**src/common/keypad_pkg.sv**
```systemverilog
// Shared widths, key codes and struct types for the keypad scanning controller.
// Modules import this package inside their bodies and use scoped names in port lists.

package keypad_pkg;

  localparam int num_rows = 4;
  localparam int num_cols = 3;
  localparam int row_w    = $clog2(num_rows);

  typedef logic [7:0] key_code_t;

  // codes for the bottom row, digits 1..9 map straight to their value
  localparam key_code_t key_zero = 8'h00;
  localparam key_code_t key_star = 8'h0A;
  localparam key_code_t key_hash = 8'h0B;
  localparam key_code_t key_none = 8'hFF;

  // one row's column reading, as taken by the scan FSM
  typedef struct packed {
    logic                valid;
    logic [row_w-1:0]    row;
    logic [num_cols-1:0] columns;
    logic                frame_end;
  } scan_sample_t;

  typedef struct packed {
    logic      valid;
    logic      press;
    key_code_t code;
  } key_event_t;

  // code of one key from its row and a one-hot mask of low columns
  function automatic key_code_t key_code(input logic [row_w-1:0]    row,
                                         input logic [num_cols-1:0] col_low);
    key_code_t  code;
    logic [1:0] col;
    logic       one_hot;
    one_hot = 1'b1;
    case (col_low)
      3'b001:  col = 2'd0;
      3'b010:  col = 2'd1;
      3'b100:  col = 2'd2;
      default: begin
        col     = 2'd0;
        one_hot = 1'b0;
      end
    endcase
    if (!one_hot) begin
      code = key_none;
    end else if (row == row_w'(num_rows - 1)) begin
      code = (col == 2'd0) ? key_star : ((col == 2'd1) ? key_zero : key_hash);
    end else begin
      code = key_code_t'(row * num_cols + col + 1);
    end
    return code;
  endfunction

endpackage
```
**src/keypad_ctrl.sv**
```systemverilog
// Top level of the keypad scanning controller.
// Connects the dwell timer, the row-scan FSM and the debouncer.

module keypad_ctrl #(
  parameter int unsigned scan_div        = 16,
  parameter int unsigned debounce_frames = 3
) (
  input  logic                            pclk,
  input  logic                            reset,
  input  logic [keypad_pkg::num_cols-1:0] columns,
  output logic [keypad_pkg::num_rows-1:0] rows,
  output keypad_pkg::key_event_t          key_event,
  output keypad_pkg::key_code_t           pressed_key
);

  import keypad_pkg::*;

  logic         row_tick;
  scan_sample_t sample;

  // ------------------------------------------------------------------------
  // scan rate
  // ------------------------------------------------------------------------
  scan_timer #(
    .scan_div (scan_div)
  ) u_scan_timer (
    .pclk     (pclk),
    .reset    (reset),
    .row_tick (row_tick)
  );

  // ------------------------------------------------------------------------
  // row drive and column capture
  // ------------------------------------------------------------------------
  keypad_scan_fsm u_scan_fsm (
    .pclk     (pclk),
    .reset    (reset),
    .row_tick (row_tick),
    .columns  (columns),
    .rows     (rows),
    .sample   (sample)
  );

  // ------------------------------------------------------------------------
  // decode and debounce
  // ------------------------------------------------------------------------
  keypad_debounce #(
    .debounce_frames (debounce_frames)
  ) u_debounce (
    .pclk        (pclk),
    .reset       (reset),
    .sample      (sample),
    .key_event   (key_event),
    .pressed_key (pressed_key)
  );

endmodule

```
**src/keypad/keypad_debounce.sv**
```systemverilog
// Frame decoder and debouncer for the keypad scan.
// Builds one key code per scan frame and reports stable changes as press/release events.

module keypad_debounce #(
  parameter int unsigned debounce_frames = 3
) (
  input  logic                     pclk,
  input  logic                     reset,
  input  keypad_pkg::scan_sample_t sample,
  output keypad_pkg::key_event_t   key_event,
  output keypad_pkg::key_code_t    pressed_key
);

  import keypad_pkg::*;

  localparam int cnt_w = $clog2(debounce_frames + 1);
  localparam logic [cnt_w-1:0] cnt_max = cnt_w'(debounce_frames);

  // frame accumulation
  logic      acc_hit;
  logic      acc_bad;
  key_code_t acc_code;

  logic      samp_any;
  logic      samp_bad;
  key_code_t samp_code;
  logic      cur_hit;
  logic      cur_bad;
  key_code_t cur_code;
  key_code_t frame_code;

  // stability tracking
  logic [cnt_w-1:0] stable_cnt;
  logic [cnt_w-1:0] cnt_nxt;
  key_code_t        last_code;
  key_code_t        held_key;
  logic             accept;

  // ------------------------------------------------------------------------
  // merge this sample into the running frame result
  // ------------------------------------------------------------------------
  always_comb begin
    samp_any  = |(~sample.columns);
    samp_code = key_code(sample.row, ~sample.columns);
    // more than one column low on a row
    samp_bad  = samp_any && (samp_code == key_none);

    cur_hit  = acc_hit | samp_any;
    // a second row with a key also spoils the frame
    cur_bad  = acc_bad | samp_bad | (acc_hit & samp_any);
    cur_code = acc_hit ? acc_code : samp_code;

    frame_code = cur_hit ? cur_code : key_none;

    // count 0 means nothing to compare against
    if ((stable_cnt != '0) && (frame_code == last_code)) begin
      cnt_nxt = (stable_cnt == cnt_max) ? stable_cnt : stable_cnt + 1'b1;
    end else begin
      cnt_nxt = cnt_w'(1);
    end

    accept = (cnt_nxt == cnt_max) && (frame_code != held_key);
  end

  // ------------------------------------------------------------------------
  // per-frame judgement
  // ------------------------------------------------------------------------
  always_ff @(posedge pclk) begin
    if (reset) begin
      acc_hit         <= 1'b0;
      acc_bad         <= 1'b0;
      stable_cnt      <= '0;
      held_key        <= key_none;
      key_event.valid <= 1'b0;
    end else begin
      key_event.valid <= 1'b0;
      if (sample.valid) begin
        if (sample.frame_end) begin
          acc_hit <= 1'b0;
          acc_bad <= 1'b0;
          if (cur_bad) begin
            stable_cnt <= '0;
          end else begin
            stable_cnt <= cnt_nxt;
            last_code  <= frame_code;
            if (accept) begin
              key_event.valid <= 1'b1;
              // old key goes first, new one follows a frame later
              if (held_key != key_none) begin
                key_event.press <= 1'b0;
                key_event.code  <= held_key;
                held_key        <= key_none;
              end else begin
                key_event.press <= 1'b1;
                key_event.code  <= frame_code;
                held_key        <= frame_code;
              end
            end
          end
        end else begin
          acc_hit  <= cur_hit;
          acc_bad  <= cur_bad;
          acc_code <= cur_code;
        end
      end
    end
  end

  assign pressed_key = held_key;

endmodule

```
**src/keypad/keypad_scan_fsm.sv**
```systemverilog
// Row-scan FSM for the keypad matrix.
// Drives one row low per dwell and captures that row's columns on the next row_tick.

module keypad_scan_fsm (
  input  logic                           pclk,
  input  logic                           reset,
  input  logic                           row_tick,
  input  logic [keypad_pkg::num_cols-1:0] columns,
  output logic [keypad_pkg::num_rows-1:0] rows,
  output keypad_pkg::scan_sample_t        sample
);

  import keypad_pkg::*;

  typedef enum logic [2:0] {
    idle = 3'b000,
    row0 = 3'b001,
    row1 = 3'b010,
    row2 = 3'b011,
    row3 = 3'b100
  } state_t;

  state_t              state;
  state_t              state_nxt;
  logic [row_w-1:0]    cur_row;
  logic [row_w-1:0]    nxt_row;
  logic [num_rows-1:0] rows_nxt;

  function automatic logic [row_w-1:0] row_of(input state_t st);
    logic [row_w-1:0] r;
    case (st)
      row1:    r = row_w'(1);
      row2:    r = row_w'(2);
      row3:    r = row_w'(3);
      default: r = row_w'(0);
    endcase
    return r;
  endfunction

  // ------------------------------------------------------------------------
  // next state, steps only when the timer ticks
  // ------------------------------------------------------------------------
  always_comb begin
    case (state)
      idle:    state_nxt = row0;
      row0:    state_nxt = row1;
      row1:    state_nxt = row2;
      row2:    state_nxt = row3;
      row3:    state_nxt = row0;
      default: state_nxt = idle;
    endcase
    cur_row  = row_of(state);
    nxt_row  = row_of(state_nxt);
    // active low, one row at a time
    rows_nxt = ~(num_rows'(1) << nxt_row);
  end

  // ------------------------------------------------------------------------
  // state, row drive and column capture
  // ------------------------------------------------------------------------
  always_ff @(posedge pclk) begin
    if (reset) begin
      state        <= idle;
      rows         <= '1;
      sample.valid <= 1'b0;
    end else begin
      sample.valid <= 1'b0;
      if (row_tick) begin
        state <= state_nxt;
        rows  <= rows_nxt;
        // columns belong to the row driven during the dwell just ended
        if (state != idle) begin
          sample.valid     <= 1'b1;
          sample.row       <= cur_row;
          sample.columns   <= columns;
          sample.frame_end <= (cur_row == row_w'(num_rows - 1));
        end
      end
    end
  end

endmodule

```
**src/scan_timer.sv**
```systemverilog
// Row dwell timer for the keypad scan.
// Emits a single-cycle row_tick every scan_div pclk cycles.

module scan_timer #(
  parameter int unsigned scan_div = 16
) (
  input  logic pclk,
  input  logic reset,
  output logic row_tick
);

  localparam int cnt_w = $clog2(scan_div);
  localparam logic [cnt_w-1:0] reload = cnt_w'(scan_div - 1);

  logic [cnt_w-1:0] count;

  // ------------------------------------------------------------------------
  // down-counter, reloads after hitting zero
  // ------------------------------------------------------------------------
  always_ff @(posedge pclk) begin
    if (reset) begin
      count <= reload;
    end else if (count == '0) begin
      count <= reload;
    end else begin
      count <= count - 1'b1;
    end
  end

  // tick on the terminal count
  assign row_tick = (count == '0);

endmodule

```
**config.mk**
```make
export PLATFORM = sky130hd
export DESIGN_NAME = keypad_ctrl
export DESIGN_NICKNAME = d
export VERILOG_FILES = /design/src/common/keypad_pkg.sv /design/src/keypad_ctrl.sv /design/src/keypad/keypad_debounce.sv /design/src/keypad/keypad_scan_fsm.sv /design/src/scan_timer.sv
export SDC_FILE = /design/constraint.sdc
export NUM_CORES = 1
export LEC_CHECK = 0
export BUFFER_PORTS_ARGS = -buffer_cell sky130_fd_sc_hd__buf_2
export CORE_ASPECT_RATIO = 0.75
export CORE_MARGIN = 10
export CORE_UTILIZATION = 45
export DETAILED_ROUTE_END_ITERATION = 12
export PLACE_DENSITY = 0.73
export SLEW_MARGIN = 40
export SYNTH_ARGS = -nofsm -noshare
export SYNTH_HDL_FRONTEND = slang
export SYNTH_SLANG_ARGS = --single-unit
export TNS_END_PERCENT = 5
```
**constraint.sdc**
```tcl
create_clock -name pclk -period 10.9 [get_ports pclk]
set_clock_uncertainty 0.05 [all_clocks]
set_input_delay 2.18 -clock pclk [delete_from_list [all_inputs] [get_ports pclk]]
set_output_delay 2.18 -clock pclk [all_outputs]
set_load 0.05 [all_outputs]
```
==> results.md, run 1 <==
- Placer congestion estimate: 0.879
- First-pass GRT wire length: 9720 um
- Worst slew margin: 0.536
- CTS tree: built
- Reg2reg path depth: 12
- Worst Path Class, Setup: reg2reg
- Reg2Reg Setup Slack: 6.41 ns
- Asr flop ratio synth: 0
- RR Startpoint: u_scan_fsm.sample[3]
- Setup TNS: 0 ns
- Least-Margin Pin Slew: 0.689 ns
- Routed Wire Length: 5930 um
- CP Buf/Inv Count: 1
- Syn_nets: 276
- GRT Total Usage: 0.119
- Via count of the routed design: 2030
- CP Capture Type: flop
- Final setup violation count: 0
- Critical Path Sink: u_debounce.key_event[0]
- Clock Latency Late Sink: 0.31 ns
- Final Instance Area: 0.00317 mm^2
- Initial core utilization: 0.461
- Synthesis-to-finish area growth: 9.33%
- Mapped Cells: 264
- Dpl hpwl: 4440 um
- DIE WIDTH: 113 um
- Critical path startpoint category: flop
- I/O pins: 27
- P_leak: 1.20 nW
- Layout cell share with drive strength beyond 1: 0.189
- Clock transition at path regs: 0.10 ns
- Placed Instance Area: 0.00307 mm^2
- Commonest non-fill, non-tap cell in the layout: edfxtp_1
- CTS Hold Bufs: 0
- Syn avg cell area: 11.0 um^2
- Fin crit period: 4.49 ns
- DRC errors left: 0
- RSZ-0062 raised after global routing: false
- Part of the cycle the worst path needs: 0.412
- Synth warn: 0
- Initial antenna violation count: 0
- Max stage delay on crit path: 0.58 ns
- Cts bufs inserted: 5
- H-Tree Depth: 2
- Post-synth EDFFs: 31
- Sequential cell area fraction in the yosys report: 0.494
- Total Power: 343 uW
- Crit Path Max Fanout: 10
- Synth Cell Area: 0.00290 mm^2
- Crit path max-delay family: simple AND/OR/NAND/NOR gates
- Synth unique cells: 61
- Seq cells post-synth: 56
- Worst EP arrival: 4.41 ns
- Status: finished clean
- Count of final hold-check violations: 0
- WP data required: 10.82 ns
- CP max-delay cell: edfxtp_1
- Slew Viols, Final: 0
- # diodes: 0
- RR Endpoint: u_debounce.key_event[0]
- Die ar.: 0.0101 mm^2
- I/O Buffers: 26
- Setup bufs post-CTS: 0
- Vias per Instance: 5.53
- Max-cap check violation count: 0
- Global route overflow: 0
- Top_reg_cell synth: edfxtp_1
- Pwr/cell area: 108 mW/mm^2
- Max Fclk: 223 MHz
- Antenna Nets Post-Route: 0
- Floorplan row count: 25
- Mean routed wirelength per cell: 16.2 um
- CTS resizes: 0
- Vias in the first global route: 1893
- Most frequent cells in the layout: edfxtp_1, nor2_1, buf_2, dfxtp_1, nand2_1
- Peak VDD IR: 83.2 uV
- Worst Setup Slack, final: 6.41 ns
- Worst slack at placement: 6.22 ns
- Final nets: 297
- Clock tree buffer depth: 2
- Levels on crit path: 12
- Clk root buf: clkbuf_8
- CTS sink count: 56
- Detailed Routing Iterations Pass 1: 4
- CP cell instances: nand3b_4 > fa_1 > inv_1 > ha_1 > fa_1 > and4b_1 > a2111oi_4 > nor2_2 > xor2_1 > nor4_4 > nand4_1 > nor2_2
- Largest net degree at the start of global routing: 28
- Post-layout util: 0.504
- HP Class: reg2reg
- Core footprint: 0.00629 mm^2
- CP startpoint: u_scan_fsm.sample[3]
- Die height: 89.5 um
- Initial drt markers: 144
[power breakdown]
group	switching, mW	total, mW	internal [mW]	leakage (nW)
logic	0.00354	0.00542	0.00189	0.664
clock network	0.0699	0.116	0.0458	0.0445
registers	0.000537	0.222	0.221	0.487
total	0.0740	0.343	0.269	1.20
[worst min-delay path by stage]
stage                     startpoint                     to  slack, ns  cells past startpoint
2_1_floorplan  u_scan_timer.count[0]  u_scan_timer.count[0]       0.32                      1
3_3_place_gp   u_scan_timer.count[0]  u_scan_timer.count[0]       0.33                      1
3_5_place_dp   u_scan_timer.count[0]  u_scan_timer.count[0]       0.34                      1
4_1_cts        u_scan_timer.count[0]  u_scan_timer.count[0]       0.36                      1
5_1_grt        u_scan_timer.count[0]  u_scan_timer.count[0]       0.38                      1
6_report       u_scan_timer.count[0]  u_scan_timer.count[0]       0.36                      1
[layer usage]
layer  GRT usage  share of wire
met3      0.0302          0.041
met5           0              0
met4      0.0276         0.0074
met1       0.171           0.52
met2       0.175           0.43
[layout make-up]
class	count	area, um^2
clock buffers	5	68.8
clock inverters	3	21.3
fillers	556	3120
inverters	11	41.3
multi-input cells	184	1360
flip-flops and latches	56	1430
well taps	81	101
repair buffers	27	138
[through the flow]
step	hold slack, ns	cells
6_report	0.357	367
5_1_grt	0.380	367
4_1_cts	0.362	367
3_5_place_dp	0.338	359
3_3_place_gp	0.332	359
2_1_floorplan	0.322	264
[kinds of logic after synthesis]
group	share of synthesized area
and+or+nand+nor	0.181
muxes	0.0276
buffers and inverters	0.0367
adders and majority gates	0.0354
AOI/OAI and AO/OA	0.161
xor gates and xnor gates	0.0639
DFF	0.494
[sequential cells by signal, summed over array words and instances (netlist names)]
register and flops:
u_debounce.key_event 10, u_debounce.acc_code 8, u_debounce.last_code 8, u_debounce.pressed_key 8, u_scan_fsm.sample 7, u_scan_fsm.rows 4
u_scan_timer.count 4, u_scan_fsm.state 3, u_debounce.stable_cnt 2, u_debounce.acc_bad 1, u_debounce.acc_hit 1
[synth_stat cells, types with 3 or more instances]
library cell	number	area (um^2)
a21boi_0	3	22.5
a21oi_1	6	30.0
buf_2	4	20.0
clkbuf_1	5	18.8
dfxtp_1	25	500
edfxtp_1	31	931
ha_1	5	62.6
inv_1	10	37.5
mux2i_1	8	80.1
nand2_1	13	48.8
nand2b_1	5	31.3
nand3_1	6	30.0
nand4_1	5	31.3
nor2_1	30	113
nor2b_1	5	31.3
nor3_1	4	20.0
o21a_1	5	37.5
o21ai_0	11	55.1
o31a_1	9	78.8
or2_2	4	25.0
or3_1	4	25.0
xnor2_1	10	87.6
xor2_1	8	70.1
No activity file was read; power rests on OpenSTA's default activity.
==> inputs of run 2 (changes only) <==
clock period = 4.6 ns   (was 10.9 ns; I/O delays follow)
==> results.md, run 2 (synthesized netlist as in run 1, its figures left out) <==
- Status: finished clean
- Clock Latency Late Sink: 0.31 ns (about the same)
- HP Class: reg2reg
- CTS tree: built
- WP data required: 4.58 ns (-6.24 ns)
- DRC errors left: 0 (unchanged)
- RR Endpoint: u_debounce.key_event[5]
- # diodes: 0 (unchanged)
- Fill count: 565 (+1.6%)
- Final nets: 301 (+1.3%)
- Sw Pwr: 172 uW (+130%)
- Number of flip-flops in the largest register: 10 (unchanged)
- Least-Margin Pin Slew: 0.726 ns (+0.0373 ns)
- Worst Path Class, Setup: reg2reg
- Clk network pwr share: 0.335 (-0.002)
- Setup bufs post-CTS: 0 (unchanged)
- Crit Path Max Fanout: 9 (-1)
- Clk root buf: clkbuf_8
- Core footprint: 0.00629 mm^2 (unchanged)
- Dpl hpwl: 4530 um (+2.2%)
- Routed Wire Length: 5910 um (-0.32%)
- Worst slew margin: 0.511 (-0.0251)
- Mean routed wirelength per cell: 15.9 um (-1.4%)
- Reg2reg path depth: 13 (+1)
- Fin crit period: 4.03 ns (-0.464 ns)
- CTS resizes: 0 (unchanged)
- H-Tree Depth: 2 (unchanged)
- CP Capture Type: flop
- Floorplan row count: 25 (unchanged)
- CTS Hold Bufs: 0 (unchanged)
- Worst EP arrival: 4.00 ns (-0.41 ns)
- Worst Hold Depth: 1 (unchanged)
- Antenna Nets Post-Route: 0 (unchanged)
- Reg2Reg Setup Slack: 0.57 ns (-5.84 ns)
- Largest net degree at the start of global routing: 28 (unchanged)
- Commonest non-fill, non-tap cell in the layout: edfxtp_1
- Initial core utilization: 0.461 (unchanged)
- Sequential share of power: 0.650 (+0.003)
- Vias per Instance: 5.47 (-1.0%)
- Sw Share: 0.212 (-0.00359)
- Hold Path Sink: u_scan_timer.count[0]
- Most frequent cells in the layout: edfxtp_1, nor2_1, buf_2, dfxtp_1, nand2_1
- Pwr/cell area: 253 mW/mm^2 (+130%)
- Slew Viols, Final: 0 (unchanged)
- CTS sink count: 56 (unchanged)
- Clock tree buffer depth: 2 (unchanged)
- Comb pwr share: 0.015 (about the same)
- Clock transition at path regs: 0.10 ns (about the same)
- I/O pins: 27 (unchanged)
- Die ar.: 0.0101 mm^2 (unchanged)
- First-pass GRT wire length: 9640 um (-0.85%)
- Initial antenna violation count: 0 (unchanged)
- Post-layout util: 0.508 (+0.00438)
- Vias in the first global route: 1899 (+0.32%)
- Critical path startpoint category: flop
- Setup TNS: 0 ns (unchanged)
- P_leak: 1.22 nW (+1.7%)
- I/O Buffers: 26 (unchanged)
- Worst min-delay path startpoint: u_scan_timer.count[0]
- Count of final hold-check violations: 0 (unchanged)
- Global route overflow: 0 (unchanged)
- DIE WIDTH: 113 um (unchanged)
- Peak VDD IR: 193 uV (+130%)
- Via count of the routed design: 2031 (+0.049%)
- Most flops, register: u_debounce.key_event
- Initial drt markers: 140 (-2.8%)
- Final setup violation count: 0 (unchanged)
- Max Fclk: 248 MHz (+12%)
- Synthesis-to-finish area growth: 10.3%
- Int Power: 637 uW (+140%)
- Part of the cycle the worst path needs: 0.875 (+0.463)
- Layout cell share with drive strength beyond 1: 0.197 (+0.00774)
- Detailed Routing Iterations Pass 1: 4 (unchanged)
- Placer congestion estimate: 0.837 (-4.8%)
- GRT Total Usage: 0.117 (-0.00220)
- Max-cap check violation count: 0 (unchanged)
- Total Power: 809 uW (+140%)
- RSZ-0062 raised after global routing: false
- Die height: 89.5 um (unchanged)
- RR Startpoint: u_scan_fsm.sample[3]
- Cts bufs inserted: 5 (unchanged)
run 2: per-stage QoR:
stage	instance area, um^2	std cells	worst slack [ns]	hold WS, ns
after detailed placement	3100	363	0.566	0.338
final	3190	371	0.574	0.361
after CTS	3190	371	0.557	0.362
after global placement	3100	363	0.701	0.334
after floorplan	2900	264	0.466	0.322
after global routing	3190	371	0.305	0.384
run 2: layout make-up:
class | instances | area (um^2) | share of cell area
Timing Repair Buffer | 31 | 168 | 0.0525
Clock inverter | 3 | 21.3 | 0.00666
Clock buffer | 5 | 68.8 | 0.0215
Multi-Input combinational cell | 184 | 1360 | 0.426
Tap cell | 81 | 101 | 0.0317
Sequential cell | 56 | 1430 | 0.448
Inverter | 11 | 41.3 | 0.0129
run 2: power by group through the flow:
stage | clock network, mW | registers, mW | logic (mW)
2_1_floorplan | 0 | 0.537 | 0.00872
3_3_place_gp | 0 | 0.537 | 0.0123
3_5_place_dp | 0 | 0.537 | 0.0123
4_1_cts | 0.276 | 0.526 | 0.0123
5_1_grt | 0.296 | 0.526 | 0.0147
6_report | 0.271 | 0.526 | 0.0122
run 2: worst max-delay path by stage:
stage	startpoint	endpoint	slack [ns]	depth (start not counted)
2_1_floorplan	u_scan_fsm.sample[3]	u_debounce.key_event[0]	0.47	13
3_3_place_gp	u_scan_fsm.sample[3]	u_debounce.key_event[1]	0.70	13
3_5_place_dp	u_scan_fsm.sample[3]	u_debounce.key_event[2]	0.57	13
4_1_cts	u_scan_fsm.sample[3]	u_debounce.key_event[2]	0.56	13
5_1_grt	u_scan_fsm.sample[3]	u_debounce.key_event[2]	0.31	13
6_report	u_scan_fsm.sample[3]	u_debounce.key_event[5]	0.57	13
run 2: worst max-delay path, stage by stage (launching register included):
cell and delay (ns):
edfxtp_1 0.41, nand3b_4 0.22, fa_1 0.51, inv_1 0.05, ha_1 0.20, fa_1 0.48
and4b_1 0.23, a2111oi_4 0.41, nor2_2 0.11, xor2_1 0.19, nor4_4 0.40, nand4_1 0.18
nor2_1 0.11, buf_4 0.19
run 2: routing by layer:
| metal | wire length [um] | part of all wire | global-route usage | vias to the layer above |
|---|---|---|---|---|
| met2 | 2640 | 0.45 | 0.185 | 34 |
| met4 | 43 | 0.0073 | 0.0276 | 0 |
| li1 | - | - | - | 1012 |
| met1 | 3040 | 0.51 | 0.161 | 981 |
| met5 | 0 | 0 | 0 | - |
| met3 | 185 | 0.031 | 0.0235 | 4 |
==> inputs of run 3 (changes only) <==
REMOVE_ABC_BUFFERS = 1   (was unset)
==> results.md, run 3 (synthesized netlist as in run 1, its figures left out) <==
- Status: finished clean
- Floorplan row count: 25 (unchanged)
- Most frequent cells in the layout: edfxtp_1, nor2_1, buf_2, dfxtp_1, nand2_1
- Crit path top cell by count: fa_1
- Routed Wire Length: 6120 um (+3.4%)
- Crit Path Max Fanout: 9 (unchanged)
- Synthesis-to-finish area growth: 10.2%
- Via count of the routed design: 2049 (+0.89%)
- Max Fclk: 247 MHz (-0.70%)
- Core footprint: 0.00629 mm^2 (unchanged)
- Placed cells: 363 (unchanged)
- Count of final hold-check violations: 0 (unchanged)
- Placed Instance Area: 0.00310 mm^2 (about the same)
- CP cell instances: nand3b_4 > fa_1 > inv_1 > ha_1 > fa_1 > and4b_1 > a2111oi_4 > nor2_2 > xor2_1 > nor4_4 > nand4_1 > nor2_1 > buf_4
- WP data required: 4.57 ns (about the same)
- Post-layout util: 0.507 (-0.000597)
- Worst hold slack: 0.356 ns (-0.00401 ns)
- Final nets: 301 (unchanged)
- Global route overflow: 0 (unchanged)
- CTS sink count: 56 (unchanged)
- Slew Viols, Final: 0 (unchanged)
- DIE WIDTH: 113 um (unchanged)
- Final std cells w/o fill: 371 (unchanged)
- Cts bufs inserted: 5 (unchanged)
- Fin crit period: 4.05 ns (+0.0283 ns)
- Final setup violation count: 0 (unchanged)
- Crit path max-delay family: simple AND/OR/NAND/NOR gates
- Worst Path Class, Setup: reg2reg
- Pwr/cell area: 253 mW/mm^2 (about the same)
- CP Buf/Inv Count: 2 (unchanged)
- P_leak: 1.22 nW (+0.12%)
- Worst EP arrival: 4.03 ns (+0.03 ns)
- Initial core utilization: 0.461 (unchanged)
- Max-cap check violation count: 0 (unchanged)
- Peak VDD IR: 242 uV (+25%)
- First-pass GRT wire length: 10000 um (+4.1%)
- Setup TNS: 0 ns (unchanged)
- Total Power: 807 uW (-0.16%)
- Commonest non-fill, non-tap cell in the layout: edfxtp_1
- GRT Total Usage: 0.123 (+0.00613)
- CTS resizes: 0 (unchanged)
- Worst slew margin: 0.522 (+0.0107)
- Vias per Instance: 5.52 (+0.89%)
- H-Tree Depth: 2 (unchanged)
- CP max-delay cell: fa_1
- CP Capture Type: flop
- I/O pins: 27 (unchanged)
- Critical path startpoint category: flop
- DRC errors left: 0 (unchanged)
- RSZ-0062 raised after global routing: false
- Largest net degree at the start of global routing: 28 (unchanged)
- CTS Hold Bufs: 0 (unchanged)
- Layout cell share with drive strength beyond 1: 0.193 (-0.00345)
- Max stage delay on crit path: 0.51 ns (about the same)
- Part of the cycle the worst path needs: 0.881 (+0.00616)
- Die height: 89.5 um (unchanged)
- Clock transition at path regs: 0.10 ns (about the same)
- Placer congestion estimate: 0.818 (-2.3%)
- # diodes: 0 (unchanged)
- Setup bufs post-CTS: 0 (unchanged)
- Antenna Nets Post-Route: 0 (unchanged)
- HP Class: reg2reg
- Vias in the first global route: 1966 (+3.5%)
- Least-Margin Pin Slew: 0.710 ns (-0.0159 ns)
- Dpl hpwl: 4520 um (-0.20%)
- Initial antenna violation count: 0 (unchanged)
- Most flops, register: u_debounce.key_event
- Mean routed wirelength per cell: 16.5 um (+3.4%)
- Reg2Reg Setup Slack: 0.55 ns (-0.03 ns)
- Clock Latency Late Sink: 0.31 ns (about the same)
- I/O Buffers: 26 (unchanged)
- Number of flip-flops in the largest register: 10 (unchanged)
- Worst slack at placement: 0.551 ns (-0.0150 ns)
- Detailed Routing Iterations Pass 1: 4 (unchanged)
- Initial drt markers: 142 (+1.4%)
- Clock tree buffer depth: 2 (unchanged)
- Clk root buf: clkbuf_8
- Worst Setup Slack, final: 0.546 ns (-0.0283 ns)
- CTS tree: built
- Die ar.: 0.0101 mm^2 (unchanged)
- Final Instance Area: 0.00319 mm^2 (-0.12%)
run 3: cell types whose count changed in the layout (fill, tap and decap cells not counted):
cell and change:
clkinvlp_4 -1, clkinv_1 +1
run 3: routing by layer:
metal / global-route usage / share of wire / vias up
li1: - / - / 1009
met4: 0.0345 / 0.010 / 0
met2: 0.191 / 0.44 / 42
met5: 0 / 0 / -
met1: 0.169 / 0.50 / 991
met3: 0.0268 / 0.044 / 7
run 3: cell type report:
| type | instances | area, um^2 |
|---|---|---|
| well taps | 81 | 101 |
| fillers | 566 | 3100 |
| flip-flops and latches | 56 | 1430 |
| inverters | 11 | 41.3 |
| repair buffers | 31 | 168 |
| multi-input cells | 184 | 1360 |
| clock buffers | 5 | 68.8 |
| clock inverters | 3 | 17.5 |
run 3: worst reg2reg max path, delay by kind of cell, from the launching register on:
kind,cells,cell delay [ns]
AOI/OAI and AO/OA,1,0.41
xor gates and xnor gates,1,0.18
adders and majority gates,3,1.20
buffers and inverters,2,0.24
DFF,1,0.41
and+or+nand+nor,6,1.28
run 3: final timing paths:
path	startpoint	end	depth (start not counted)
hold reg to reg	u_scan_timer.count[0]	u_scan_timer.count[0]	1
hold / removal	u_scan_timer.count[0]	u_scan_timer.count[0]	1
setup reg to reg	u_scan_fsm.sample[3]	u_debounce.key_event[2]	13
setup / recovery	u_scan_fsm.sample[3]	u_debounce.key_event[2]	13
run 3: power by group:
group	internal, mW	switching, mW	total, mW
Clock	0.107	0.162	0.269
Combinational	0.00433	0.00813	0.0125
Sequential	0.524	0.00127	0.526
